[config.mk]
export PLATFORM = sky130hd
export DESIGN_NAME = l1_trigger_top
export DESIGN_NICKNAME = d
export VERILOG_FILES = /design/src/design/trig_bus_pkg.sv /design/src/design/trig_loop_pkg.sv /design/src/design/l1_trigger_top.sv /design/src/design/threshold_servo.sv /design/src/design/beam_trigger_bank.sv /design/src/design/count_window_timer.sv
export VERILOG_INCLUDE_DIRS = /design/src /design/src/design
export SDC_FILE = /design/constraint.sdc
export NUM_CORES = 2
export LEC_CHECK = 0
export BUFFER_PORTS_ARGS = -buffer_cell sky130_fd_sc_hd__clkbuf_2
export CELL_PAD_IN_SITES_DETAIL_PLACEMENT = 1
export CELL_PAD_IN_SITES_GLOBAL_PLACEMENT = 1
export CORE_MARGIN = 2
export CORE_UTILIZATION = 55
export DETAILED_ROUTE_END_ITERATION = 12
export PLACE_DENSITY = 0.94
export SLEW_MARGIN = 20
export SYNTH_ARGS = -nofsm -noshare
export SYNTH_HDL_FRONTEND = slang
export SYNTH_SLANG_ARGS = --single-unit
[constraint.sdc]
create_clock -name wb_clk_i -period 7.5 [get_ports wb_clk_i]
set_input_delay 0.75 -clock wb_clk_i [delete_from_list [all_inputs] [get_ports wb_clk_i]]
set_output_delay 0.75 -clock wb_clk_i [all_outputs]
set_load 0.03 [all_outputs]
[src/design/trig_loop_macros.svh]
`ifndef TRIG_LOOP_MACROS_SVH
`define TRIG_LOOP_MACROS_SVH

// beam geometry
`define NBEAMS        8
`define BEAM_IDX_W    3

// threshold and beam power width
`define THRESH_W      18
`define START_THRESH  18'd4500

// servo tuning
`define COUNT_MARGIN  2
`define WINDOW_CYCLES 64

// servo bus
`define ADR_W         22
`define DAT_W         32

`endif
[src/design/trig_bus_pkg.sv]
`include "trig_loop_macros.svh"

package trig_bus_pkg;

    // region select, address bits 13:10
    typedef enum logic [3:0] {
        REG_CTRL   = 4'h0,
        REG_THRESH = 4'h4,
        REG_CE     = 4'h8
    } reg_region_t;

    // commands written to the control region
    typedef enum logic [`DAT_W-1:0] {
        CMD_START = `DAT_W'd1,
        CMD_APPLY = `DAT_W'd2
    } ctrl_cmd_t;

endpackage

[src/design/trig_loop_pkg.sv]
package trig_loop_pkg;

    // requested and current loop mode
    typedef enum logic [1:0] {
        LOOP_RESET = 2'd0,
        LOOP_RUN   = 2'd1,
        LOOP_STOP  = 2'd2,
        LOOP_PAUSE = 2'd3
    } loop_state_t;

    // servo sequencer, mode changes are taken only in S_IDLE
    typedef enum logic [3:0] {
        S_RESET_START,
        S_RESETTING,
        S_RESET_PREP,
        S_RESET_DONE,
        S_IDLE,
        S_COUNT_START,
        S_COUNT_WAIT,
        S_COUNT_READ,
        S_CALC,
        S_COUNT_NEXT,
        S_THRESH_WRITE,
        S_THRESH_WAIT,
        S_CE_WRITE,
        S_THRESH_NEXT,
        S_APPLY,
        S_STOP_PREP
    } servo_state_t;

endpackage

[src/design/l1_trigger_top.sv]
`include "trig_loop_macros.svh"

module l1_trigger_top import trig_loop_pkg::*; (
    input  logic                          wb_clk_i,
    input  logic                          rst_n_i,
    input  logic                          loop_enable_i,
    output logic                          reset_complete_o,
    input  loop_state_t                   loop_state_req_i,
    output loop_state_t                   loop_state_o,
    input  logic [`DAT_W-1:0]             target_rate_i,
    input  logic [15:0]                   target_delta_i,
    input  logic [`DAT_W-1:0]             thresh_dat_i,
    input  logic [`BEAM_IDX_W-1:0]        thresh_idx_i,
    input  logic                          thresh_upd_i,
    input  logic                          thresh_wr_i,
    output logic                          thresh_ack_o,
    output logic [`THRESH_W-1:0]          thresh_dat_o,
    input  logic [`BEAM_IDX_W-1:0]        scal_idx_i,
    output logic [`DAT_W-1:0]             scal_dat_o,
    input  logic [`NBEAMS*`THRESH_W-1:0]  beam_pwr_i
);

    logic              loop_cyc;
    logic              loop_stb;
    logic              loop_we;
    logic [`ADR_W-1:0] loop_adr;
    logic [`DAT_W-1:0] loop_wdat;
    logic              loop_ack;
    logic [`DAT_W-1:0] loop_rdat;
    logic              win_start;
    logic              win_done;

    threshold_servo u_servo (
        .wb_clk_i         (wb_clk_i),
        .rst_n_i          (rst_n_i),
        .loop_enable_i    (loop_enable_i),
        .reset_complete_o (reset_complete_o),
        .loop_state_req_i (loop_state_req_i),
        .loop_state_o     (loop_state_o),
        .target_rate_i    (target_rate_i),
        .target_delta_i   (target_delta_i),
        .thresh_dat_i     (thresh_dat_i),
        .thresh_idx_i     (thresh_idx_i),
        .thresh_upd_i     (thresh_upd_i),
        .thresh_wr_i      (thresh_wr_i),
        .thresh_ack_o     (thresh_ack_o),
        .thresh_dat_o     (thresh_dat_o),
        .scal_idx_i       (scal_idx_i),
        .scal_dat_o       (scal_dat_o),
        .loop_cyc_o       (loop_cyc),
        .loop_stb_o       (loop_stb),
        .loop_we_o        (loop_we),
        .loop_adr_o       (loop_adr),
        .loop_dat_o       (loop_wdat),
        .loop_ack_i       (loop_ack),
        .loop_dat_i       (loop_rdat),
        .win_done_i       (win_done)
    );

    beam_trigger_bank u_bank (
        .wb_clk_i    (wb_clk_i),
        .rst_n_i     (rst_n_i),
        .cyc_i       (loop_cyc),
        .stb_i       (loop_stb),
        .we_i        (loop_we),
        .adr_i       (loop_adr),
        .dat_i       (loop_wdat),
        .ack_o       (loop_ack),
        .dat_o       (loop_rdat),
        .beam_pwr_i  (beam_pwr_i),
        .win_start_o (win_start),
        .win_done_i  (win_done)
    );

    count_window_timer u_timer (
        .wb_clk_i    (wb_clk_i),
        .rst_n_i     (rst_n_i),
        .win_start_i (win_start),
        .win_done_o  (win_done)
    );

endmodule

[src/design/threshold_servo.sv]
`include "trig_loop_macros.svh"

module threshold_servo import trig_loop_pkg::*, trig_bus_pkg::*; (
    input  logic                    wb_clk_i,
    input  logic                    rst_n_i,
    input  logic                    loop_enable_i,
    output logic                    reset_complete_o,
    input  loop_state_t             loop_state_req_i,
    output loop_state_t             loop_state_o,
    input  logic [`DAT_W-1:0]       target_rate_i,
    input  logic [15:0]             target_delta_i,
    input  logic [`DAT_W-1:0]       thresh_dat_i,
    input  logic [`BEAM_IDX_W-1:0]  thresh_idx_i,
    input  logic                    thresh_upd_i,
    input  logic                    thresh_wr_i,
    output logic                    thresh_ack_o,
    output logic [`THRESH_W-1:0]    thresh_dat_o,
    input  logic [`BEAM_IDX_W-1:0]  scal_idx_i,
    output logic [`DAT_W-1:0]       scal_dat_o,
    output logic                    loop_cyc_o,
    output logic                    loop_stb_o,
    output logic                    loop_we_o,
    output logic [`ADR_W-1:0]       loop_adr_o,
    output logic [`DAT_W-1:0]       loop_dat_o,
    input  logic                    loop_ack_i,
    input  logic [`DAT_W-1:0]       loop_dat_i,
    input  logic                    win_done_i
);

    servo_state_t            state;
    // counts down, the extra top bit flags the wrap past zero
    logic [`BEAM_IDX_W:0]    beam_idx;
    logic                    beams_done;
    logic [`BEAM_IDX_W-1:0]  cur_beam;
    logic [`BEAM_IDX_W-1:0]  man_idx;
    logic                    man_upd;
    logic [`THRESH_W-1:0]    thr_tmp;
    logic [`THRESH_W-1:0]    thr_next;
    logic [`THRESH_W:0]      thr_up;
    logic [`DAT_W:0]         rate_lim;
    logic [`THRESH_W-1:0]    thresh_mem [`NBEAMS];
    logic [`DAT_W-1:0]       scal_ram [`NBEAMS];

    function automatic logic [`ADR_W-1:0] bus_adr(reg_region_t r,
                                                   logic [`BEAM_IDX_W-1:0] b);
        logic [`ADR_W-1:0] a;
        a = '0;
        a[13:10] = r;
        a[2 +: `BEAM_IDX_W] = b;
        return a;
    endfunction

    assign beams_done = beam_idx[`BEAM_IDX_W];
    assign cur_beam   = (loop_state_o == LOOP_STOP) ? man_idx : beam_idx[`BEAM_IDX_W-1:0];

    // master strobes only in the transfer states
    assign loop_cyc_o = state inside {S_COUNT_START, S_COUNT_READ, S_THRESH_WRITE,
                                      S_CE_WRITE, S_APPLY};
    assign loop_stb_o = loop_cyc_o;
    assign loop_we_o  = loop_cyc_o && (state != S_COUNT_READ);

    assign thresh_ack_o = (state == S_STOP_PREP);
    assign thresh_dat_o = thresh_mem[thresh_idx_i];
    assign scal_dat_o   = scal_ram[scal_idx_i];

    // rate servo step with clamping
    assign rate_lim = {1'b0, target_rate_i} + (`DAT_W+1)'(`COUNT_MARGIN);
    assign thr_up   = {1'b0, thr_tmp} + target_delta_i;

    always_comb begin
        if ({1'b0, loop_dat_i} < rate_lim) begin
            thr_next = (thr_tmp < target_delta_i) ? '0 : thr_tmp - target_delta_i;
        end else if ({1'b0, loop_dat_i} > rate_lim) begin
            thr_next = thr_up[`THRESH_W] ? '1 : thr_up[`THRESH_W-1:0];
        end else begin
            thr_next = thr_tmp;
        end
    end

    always_ff @(posedge wb_clk_i) begin
        if (!rst_n_i) begin
            state            <= S_RESET_START;
            loop_state_o     <= LOOP_RESET;
            reset_complete_o <= 1'b0;
            beam_idx         <= (`BEAM_IDX_W+1)'(`NBEAMS - 1);
        end else begin
            if (state == S_IDLE) begin
                loop_state_o <= loop_state_req_i;
            end

            if (state == S_RESET_DONE) begin
                reset_complete_o <= 1'b1;
            end else if (loop_state_req_i == LOOP_RESET) begin
                reset_complete_o <= 1'b0;
            end

            case (state)
                S_RESET_START: if (loop_enable_i) state <= S_RESETTING;
                S_RESETTING:   if (beams_done) state <= S_RESET_PREP;
                S_RESET_PREP:  state <= S_THRESH_WRITE;
                S_RESET_DONE:  if (loop_state_req_i != LOOP_RESET) state <= S_IDLE;
                S_IDLE: begin
                    // leave idle only once the latched mode matches the request
                    if (loop_state_req_i == loop_state_o) begin
                        case (loop_state_o)
                            LOOP_RESET: state <= S_RESET_START;
                            LOOP_STOP:  if (thresh_upd_i || thresh_wr_i) state <= S_STOP_PREP;
                            default:    state <= S_COUNT_START;
                        endcase
                    end
                end
                S_COUNT_START: if (loop_ack_i) state <= S_COUNT_WAIT;
                S_COUNT_WAIT:  if (win_done_i) state <= S_COUNT_READ;
                S_COUNT_READ: begin
                    if (loop_ack_i) begin
                        state <= (loop_state_o == LOOP_RUN) ? S_CALC : S_COUNT_NEXT;
                    end
                end
                S_CALC: state <= S_COUNT_NEXT;
                S_COUNT_NEXT: begin
                    if (!beams_done) begin
                        state <= S_COUNT_READ;
                    end else begin
                        state <= (loop_state_o == LOOP_PAUSE) ? S_IDLE : S_THRESH_NEXT;
                    end
                end
                S_THRESH_WRITE: if (loop_ack_i) state <= S_THRESH_WAIT;
                S_THRESH_WAIT:  state <= S_CE_WRITE;
                S_CE_WRITE: begin
                    if (loop_ack_i) begin
                        state <= (loop_state_o == LOOP_STOP) ? S_IDLE : S_THRESH_NEXT;
                    end
                end
                S_THRESH_NEXT: state <= beams_done ? S_APPLY : S_THRESH_WRITE;
                S_APPLY: begin
                    if (loop_ack_i) begin
                        state <= (loop_state_o == LOOP_RESET) ? S_RESET_DONE : S_IDLE;
                    end
                end
                S_STOP_PREP: state <= man_upd ? S_APPLY : S_THRESH_WRITE;
                default: state <= S_IDLE;
            endcase

            if (state == S_RESET_START || state == S_IDLE || beams_done) begin
                beam_idx <= (`BEAM_IDX_W+1)'(`NBEAMS - 1);
            end else if (state == S_RESETTING || state == S_CALC ||
                         (state == S_CE_WRITE && loop_ack_i) ||
                         (state == S_COUNT_READ && loop_ack_i && loop_state_o != LOOP_RUN)) begin
                beam_idx <= beam_idx - 1'b1;
            end
        end
    end

    // address, data and memories
    always_ff @(posedge wb_clk_i) begin
        if (state == S_IDLE) begin
            loop_adr_o <= bus_adr(REG_CTRL, '0);
        end else if (state inside {S_COUNT_WAIT, S_COUNT_NEXT, S_RESET_PREP} ||
                     (state == S_THRESH_NEXT && !beams_done) ||
                     (state == S_STOP_PREP && !man_upd)) begin
            loop_adr_o <= bus_adr(REG_THRESH, cur_beam);
        end else if (state == S_THRESH_WAIT) begin
            loop_adr_o <= bus_adr(REG_CE, cur_beam);
        end else if (state == S_THRESH_NEXT || state == S_STOP_PREP) begin
            loop_adr_o <= bus_adr(REG_CTRL, '0);
        end

        if (state == S_IDLE) begin
            loop_dat_o <= CMD_START;
        end else if (state == S_THRESH_WAIT) begin
            // clock-enable mark
            loop_dat_o <= `DAT_W'd1;
        end else if ((state == S_THRESH_NEXT && beams_done) ||
                     (state == S_STOP_PREP && man_upd)) begin
            loop_dat_o <= CMD_APPLY;
        end else if (state == S_STOP_PREP) begin
            loop_dat_o <= `DAT_W'(thr_tmp);
        end else if (state == S_RESET_PREP || state == S_THRESH_NEXT) begin
            loop_dat_o <= `DAT_W'(thresh_mem[cur_beam]);
        end

        if (state == S_RESET_START) begin
            thr_tmp <= `START_THRESH;
        end else if (state == S_COUNT_READ) begin
            thr_tmp <= loop_ack_i ? thr_next : thresh_mem[beam_idx[`BEAM_IDX_W-1:0]];
        end else if (state == S_IDLE && thresh_wr_i) begin
            thr_tmp <= thresh_dat_i[`THRESH_W-1:0];
        end

        // manual request held from idle
        if (state == S_IDLE) begin
            man_upd <= thresh_upd_i;
            man_idx <= thresh_idx_i;
        end

        if (state == S_RESETTING || state == S_CALC || (state == S_STOP_PREP && !man_upd)) begin
            thresh_mem[cur_beam] <= thr_tmp;
        end

        if (state == S_COUNT_READ && loop_ack_i) begin
            scal_ram[beam_idx[`BEAM_IDX_W-1:0]] <= loop_dat_i;
        end
    end

    a_bus_hold: assert property (@(posedge wb_clk_i) disable iff (!rst_n_i)
        loop_stb_o && !loop_ack_i |=> loop_stb_o && $stable(loop_adr_o))
        else $error("strobe or address changed before acknowledge");

    a_mode_in_idle: assert property (@(posedge wb_clk_i) disable iff (!rst_n_i)
        !$stable(loop_state_o) |-> $past(state == S_IDLE))
        else $error("loop state changed outside idle");

endmodule

[src/design/beam_trigger_bank.sv]
`include "trig_loop_macros.svh"

module beam_trigger_bank import trig_bus_pkg::*; (
    input  logic                           wb_clk_i,
    input  logic                           rst_n_i,
    input  logic                           cyc_i,
    input  logic                           stb_i,
    input  logic                           we_i,
    input  logic [`ADR_W-1:0]              adr_i,
    input  logic [`DAT_W-1:0]              dat_i,
    output logic                           ack_o,
    output logic [`DAT_W-1:0]              dat_o,
    input  logic [`NBEAMS*`THRESH_W-1:0]   beam_pwr_i,
    output logic                           win_start_o,
    input  logic                           win_done_i
);

    reg_region_t             region;
    logic [`BEAM_IDX_W-1:0]  beam;
    logic                    wr;
    logic                    apply;
    logic                    win_open;
    logic [`NBEAMS-1:0]      ce_mark;
    logic [`THRESH_W-1:0]    staged [`NBEAMS];
    logic [`THRESH_W-1:0]    active [`NBEAMS];
    logic [`DAT_W-1:0]       hit_cnt [`NBEAMS];

    assign region = reg_region_t'(adr_i[13:10]);
    assign beam   = adr_i[2 +: `BEAM_IDX_W];

    // writes take effect in the acknowledge cycle
    assign wr          = cyc_i && stb_i && ack_o && we_i;
    assign win_start_o = wr && (region == REG_CTRL) && (dat_i == CMD_START);
    assign apply       = wr && (region == REG_CTRL) && (dat_i == CMD_APPLY);

    // count readback, other regions read as zero
    assign dat_o = (region == REG_THRESH) ? hit_cnt[beam] : '0;

    // fixed one-cycle wait state
    always_ff @(posedge wb_clk_i) begin
        if (!rst_n_i) begin
            ack_o <= 1'b0;
        end else begin
            ack_o <= cyc_i && stb_i && !ack_o;
        end
    end

    always_ff @(posedge wb_clk_i) begin
        if (wr && (region == REG_THRESH)) begin
            staged[beam] <= dat_i[`THRESH_W-1:0];
        end
    end

    always_ff @(posedge wb_clk_i) begin
        if (!rst_n_i) begin
            ce_mark  <= '0;
            win_open <= 1'b0;
            for (int i = 0; i < `NBEAMS; i++) begin
                active[i] <= '0;
            end
        end else begin
            if (apply) begin
                // marked beams go live together
                for (int i = 0; i < `NBEAMS; i++) begin
                    if (ce_mark[i]) begin
                        active[i] <= staged[i];
                    end
                end
                ce_mark <= '0;
            end else if (wr && (region == REG_CE) && dat_i[0]) begin
                ce_mark[beam] <= 1'b1;
            end

            if (win_start_o) begin
                win_open <= 1'b1;
            end else if (win_done_i) begin
                win_open <= 1'b0;
            end
        end
    end

    // hit counters, saturating
    always_ff @(posedge wb_clk_i) begin
        if (!rst_n_i || win_start_o) begin
            for (int i = 0; i < `NBEAMS; i++) begin
                hit_cnt[i] <= '0;
            end
        end else if (win_open && !win_done_i) begin
            for (int i = 0; i < `NBEAMS; i++) begin
                if ((beam_pwr_i[i*`THRESH_W +: `THRESH_W] > active[i]) &&
                    (hit_cnt[i] != '1)) begin
                    hit_cnt[i] <= hit_cnt[i] + 1'b1;
                end
            end
        end
    end

    a_ack_needs_stb: assert property (@(posedge wb_clk_i) disable iff (!rst_n_i)
        ack_o |-> stb_i)
        else $error("bank acknowledge without strobe");

endmodule

[src/design/count_window_timer.sv]
`include "trig_loop_macros.svh"

module count_window_timer (
    input  logic wb_clk_i,
    input  logic rst_n_i,
    input  logic win_start_i,
    output logic win_done_o
);

    logic [$clog2(`WINDOW_CYCLES)-1:0] cnt;
    logic busy;

    always_ff @(posedge wb_clk_i) begin
        if (!rst_n_i) begin
            busy       <= 1'b0;
            win_done_o <= 1'b0;
        end else begin
            win_done_o <= 1'b0;
            if (win_start_i) begin
                busy <= 1'b1;
                cnt  <= $bits(cnt)'(`WINDOW_CYCLES - 1);
            end else if (busy) begin
                if (cnt == '0) begin
                    // last open cycle, done follows it
                    busy       <= 1'b0;
                    win_done_o <= 1'b1;
                end else begin
                    cnt <= cnt - 1'b1;
                end
            end
        end
    end

    // only one window may run at a time
    a_no_restart: assert property (@(posedge wb_clk_i) disable iff (!rst_n_i)
        win_start_i |-> !busy)
        else $error("window started while previous window still running");

endmodule

### Word level (Yosys, flattened, before mapping)

Memories as Yosys holds them, arrays and structs flattened. A register that Yosys moved wholly into a read port is not among the register bits.
Index checks and enable logic that the tools add are counted.

| storage, ports and cells | value |
|---|---|
| memories kept | 5 |
| logic and storage cells | 324 |
| input bits | 237 |
| memory bits (writable) | 944 |
| output and inout port bits | 54 |
| flip-flop bits (word level) | 74 |

| operators by class | value |
|---|---|
| $lt $le $gt $ge | 13 |
| add/sub/neg operators | 13 |
| reductions and logical operators | 71 |
| bitwise operators | 19 |
| multiplexer cells | 140 |
| equal/unequal tests | 46 |

Memory list:

| name | depth | width | rd ports | clocked after Yosys merged registers in | write ports | RTL line | source |
|---|---|---|---|---|---|---|---|
| u_bank.hit_cnt | 8 | 32 | 9 | 1 | 8 | beam_trigger_bank.sv:26 | `` logic [`DAT_W-1:0] hit_cnt [`NBEAMS]; `` |
| u_servo.scal_ram | 8 | 32 | 1 | 0 | 1 | threshold_servo.sv:42 | `` logic [`DAT_W-1:0] scal_ram [`NBEAMS]; `` |
| u_bank.active | 8 | 18 | 8 | 0 | 8 | beam_trigger_bank.sv:25 | `` logic [`THRESH_W-1:0] active [`NBEAMS]; `` |
| u_bank.staged | 8 | 18 | 8 | 0 | 1 | beam_trigger_bank.sv:24 | `` logic [`THRESH_W-1:0] staged [`NBEAMS]; `` |
| u_servo.thresh_mem | 8 | 18 | 3 | 1 | 1 | threshold_servo.sv:41 | `` logic [`THRESH_W-1:0] thresh_mem [`NBEAMS]; `` |

Operators with widths:

| cell | count |
|---|---|
| 18-bit two-way mux | 17 |
| 32-bit two-way mux | 9 |
| 32-bit by 1-bit adder with 32-bit output, second input constant | 8 |
| 32-bit inequality test, second input constant | 8 |
| 18-bit > comparator | 8 |
| 1-bit two-way mux | 83 |
| 4-bit one-hot mux with 16 select lines | 1 |
| 4-bit two-way mux | 14 |
| 32-bit by 2-bit adder with 33-bit output, second input constant | 1 |
| 32-bit by 33-bit > comparator with 1-bit output | 1 |
| 32-bit by 33-bit less-than comparator with 1-bit output | 1 |
| 4-bit == test, second input constant | 8 |
| 1-bit logical AND | 28 |
| 14-bit two-way mux | 2 |
| 3-bit two-way mux | 8 |
| 18-bit by 16-bit adder with 19-bit output | 1 |
| 18-bit by 1-bit == test with 1-bit output, second input constant | 1 |
| 18-bit by 2-bit == test with 1-bit output, second input constant | 1 |
| 18-bit by 16-bit less-than comparator with 1-bit output | 1 |
| 2-bit by 1-bit inequality test with 1-bit output, second input constant | 9 |
| 18-bit by 16-bit subtractor with 18-bit output | 1 |
| 4-bit by 3-bit == test with 1-bit output, second input constant | 4 |
| 1-bit bitwise OR | 16 |
| 2-bit nonzero test | 7 |
| other kinds (32) | 64 |

### Logic depth before layout (Yosys ltp)

| depth | value |
|---|---|
| depth in word-level cells | 10 |
| depth in mapped cells | 19 |
| gate-level depth less buffers | 17 |

### By module

From an unflattened synthesis, not the netlist that was laid out.

| second synthesis, totals | value |
|---|---|
| cell total of the unflattened synthesis | 4379 |
| area, all modules | 53501.3 sq um |

By module, submodules not included:

| module | area an instance (sq um) | times used | cells an instance | sequential area each (sq um) |
|---|---|---|---|---|
| beam_trigger_bank | 29407.0 | 1 | 2570 | 16535.9 |
| threshold_servo | 23705.2 | 1 | 1778 | 13232.7 |
| count_window_timer | 389.1 | 1 | 31 | 220.2 |

### Least setup slack after synthesis

Ideal clock, no wire load.

| timing path | value |
|---|---|
| kind | input-to-reg |
| from | input port beam_pwr_i[77] |
| to | memory u_bank.hit_cnt[4][0] (netlist name), enable pin |
| required time | 7.034 ns |
| arrival time | 4.246 ns |
| stages | 10 |
| path buffers | 0 |
| slack | 2.788 ns |
| setup time | 0.466 ns |
| path through | ha_1 nand4_1 a21oi_1 a211oi_1 o21ai_0 a221o_1 a21oi_1 o21ai_0 o21ai_0 o21ai_0 |

RTL lines:

| item | RTL line | source |
|---|---|---|
| from (decl) | l1_trigger_top.sv:20 | `` input logic [`NBEAMS*`THRESH_W-1:0] beam_pwr_i `` |
| to (decl) | beam_trigger_bank.sv:26 |  |

==> metrics.csv <==
stage;metric;value;unit
worst_setup_path;path_class;register to register;
clock_tree;h-tree-depth;3;
logic_synthesis;syn_inst;4235;
worst_hold_path;whs_endpoint;u_servo.man_upd;
logic_synthesis;synthesis.area;53200;sq um
route;routedWlPerCell;32.4;microns
die;rows;114;
global_route;grtUsageTotal;38.3;%
logic_synthesis;ys_types;82;
sta;rsz0062_at_grt;false;
worst_setup_path;cp.required;8070;ps
logic_synthesis;synth_nets;4694;
global_route;grt_pass1_wl;282000;microns
route;route.detailed.drc;0;
logic_synthesis;synthFlopType;edfxtp_1;
clock_tree;clk_pin_slew;70;ps
die;die_height;315;microns
route;vias_per_cell;6.95;
sta;layout_min_cycle_time;5910;ps
worst_hold_path;min_from;thresh_upd_i;
clock_tree;clock-root-buffer;clkbuf_16;
global_route;grt_max_degree;109;
power;power_density;290;nW/um^2
logic_synthesis;synth_compound_area_share;5.85;%
cells_and_area;fillCellCount;9316;
run;cap_violations;0;
logic_synthesis;synth_adder_area_share;5.25;%
cells_and_area;area_growth;12.2;%
sta;tns;0;ps
sta;setup_viol;0;
die;design.core.area;96300;sq um
logic_synthesis;synth-seq-cells;1024;
power;irDropWorstVdd;0.000367;V
cells_and_area;multiInputGateArea;21500;sq um
sta;slew_violations;0;
worst_setup_path;reg2reg_to;u_servo.thr_tmp[8];
route;wirelength;190000;microns
place;placed_area;55900;sq um
worst_setup_path;arrival;6470;ps
sta;fmax;169;MHz
worst_setup_path;r2r_setup_slack;1590;ps
sta;tightest_slew;1190;ps
logic_synthesis;syn-mean-instance-area;12.6;sq um
place;place_ws;1560;ps
logic_synthesis;async_flop_share;0;%
logic_synthesis;ys_warn_count;0;
global_route;gr-total-overflow;0;
sta;relSlewSlack;20.3;%
place;gp_congestion;0.888;
worst_hold_path;min_path_type;input pin to register;
clock_tree;numCtsBuffers;108;
sta;final_hold_viol_count;0;
route;final_antenna_net_count;0;
worst_setup_path;worstPathMaxFanout;29;
clock_tree;clkSinkCount;1024;
cells_and_area;area.sequential;30100;sq um
clock_tree;cts_tree;done;
global_route;grt_antenna_before_repair;11;
logic_synthesis;synth_xor_area_share;4.63;%
clock_tree;clockBufferDepth;3;
worst_setup_path;reg2reg_depth;13;
sta;fin_ws;1590;ps
die;die_x;315;microns
logic_synthesis;synthSimpleGateAreaFrac;13.7;%
outcome;outcome;finished, final reports clean;
logic_synthesis;synth_top_family_by_area;simple AND/OR/NAND/NOR gates;
sta;finalClockSkew;55.1;ps
global_route;grt_pass1_vias;43400;
route;drt_iter0_markers;5101;
route;drt_pass1_iterations;5;
logic_synthesis;synth-seq-area-share;56.5;%
die;die-area;99100;sq um
clock_tree;postCtsSetupRepairBufs;0;
worst_setup_path;critPathLaunchType;register;
place;hpwl;117000;microns
cells_and_area;drive_gt1_share;18.0;%
cells_and_area;finish.instance_area;59600;sq um
clock_tree;hold_buffers;0;
cells_and_area;nets;4936;
sta;fin_crit_sh;78.7;%
logic_synthesis;synthMuxAreaShare;10.8;%
worst_hold_path;holdPathStages;1;
clock_tree;insertion_delay;760;ps
die;io_pins;291;
place;port_buffers;276;
clock_tree;cts_resized;0;
logic_synthesis;synth_edf_count;954;
worst_setup_path;critPathCaptureType;register;
die;start_util;55.2;%
route;vias;40600;
power;power_leakage;22.2;nW
[cell usage after synthesis, types with 49 or more instances]
cell type	n	area, sq um
o21ai_0	83	415
and2_1	49	307
mux2_2	52	586
xnor2_1	117	1020
xor2_1	164	1440
nand4_1	69	432
mux2i_1	59	591
mux4_2	201	4530
a21oi_1	119	596
nand3_1	169	846
dfxtp_1	70	1400
clkbuf_1	117	439
nor3_1	96	480
nor2_1	416	1560
inv_1	223	837
nand2_1	347	1300
and3_1	189	1180
ha_1	220	2750
edfxtp_1	954	28600
[through the flow]
step	utilization, %	hold WS (ps)	std cells	total power, mW
after CTS	61.9	267	5847	17.1
after floorplan	-	416	4235	9.78
after detailed placement	58.0	465	5643	11.3
final	61.9	295	5849	17.3
after global routing	61.9	276	5848	17.7
after global placement	58.0	421	5643	11.0
[worst max-delay path: stages (launching register included)]
cell,delay (ps)
dfxtp_4,750
buf_4,490
mux4_2,630
mux2i_1,350
nor2_1,280
ha_1,420
a21o_1,200
a221o_1,360
a221oi_2,340
o21ai_0,240
o2111a_1,440
nor2_4,450
a21boi_2,560
a32oi_1,200
[report_power, final]
part / switching, mW / total [mW] / internal [mW]
Sequential: 0.756 / 7.66 / 6.91
Combinational: 2.45 / 3.84 / 1.38
Clock: 2.49 / 5.80 / 3.30
Total: 5.70 / 17.3 / 11.6
[cells in the final DEF (no fill, tap or decap), drive strengths merged, types with 8 or more instances in the layout]
cell / instances
nand3: 169
clkinv: 36
nand2: 348
a21o: 45
nand2b: 25
o21a: 25
mux2: 52
o31ai: 8
xor2: 164
ha: 220
a211oi: 28
edfxtp: 954
nand4: 71
o21ai: 92
o211ai: 11
bufinv: 15
mux4: 201
clkbuf: 419
buf: 64
inv: 226
mux2i: 60
or3: 12
and2: 50
nor2b: 26
a31oi: 34
a221oi: 15
nor2: 417
nor4: 46
a21oi: 120
a311oi: 17
o22ai: 16
and4: 34
xnor2: 117
dfxtp: 70
nor3: 99
and3: 189
[state kept, by name (all words and copies together) (netlist names), 2 cells and up, named ones only]
| register | cells |
|---|---|
| u_servo.loop_state_o | 2 |
| u_servo.scal_ram | 256 |
| u_timer.cnt | 6 |
| u_servo.thr_tmp | 18 |
| u_servo.state | 4 |
| u_servo.loop_dat_o | 18 |
| u_servo.man_idx | 3 |
| u_servo.loop_adr_o | 5 |
| u_bank.hit_cnt | 256 |
| u_servo.thresh_mem | 144 |
| u_bank.active | 144 |
| u_bank.staged | 144 |
| u_bank.ce_mark | 8 |
| u_servo.beam_idx | 4 |
[kinds of logic after synthesis]
group           Yosys count
simple gates           1498
fa+ha+maj               222
buf+inv                 429
xor+xnor                281
mux                     313
compound gates          468
flops                  1024
[area by class of cell]
class | count | share of cell area (%)
antenna | 2 | 0.00839
clock buffer | 145 | 4.95
clock inverter | 59 | 1.33
inverter | 223 | 1.40
multi-input combinational | 2782 | 36.1
sequential | 1024 | 50.4
tap | 1276 | 2.68
timing repair buffer | 338 | 3.10
[layer usage]
layer	vias to the layer above	share of wire (%)	GRT usage [%]
met3	963	9.0	8.15
met4	10	8.2	26.7
met2	2983	49	64.1
met5	-	0.035	0
met1	20400	34	44.0
li1	16300	-	-
[how the worst max path moves through the flow]
stage | from | end | slack (ps)
6_report | register | u_servo.thr_tmp[8] | 1590
4_1_cts | register | u_servo.thr_tmp[8] | 1430
2_1_floorplan | beam_pwr_i[77] | u_bank.hit_cnt[4][0] | 2790
3_3_place_gp | register | u_servo.thr_tmp[4] | 2000
3_5_place_dp | register | u_servo.thr_tmp[8] | 1560
5_1_grt | register | u_servo.thr_tmp[2] | 1480
Note: power is estimated with default switching activity, not from simulation.
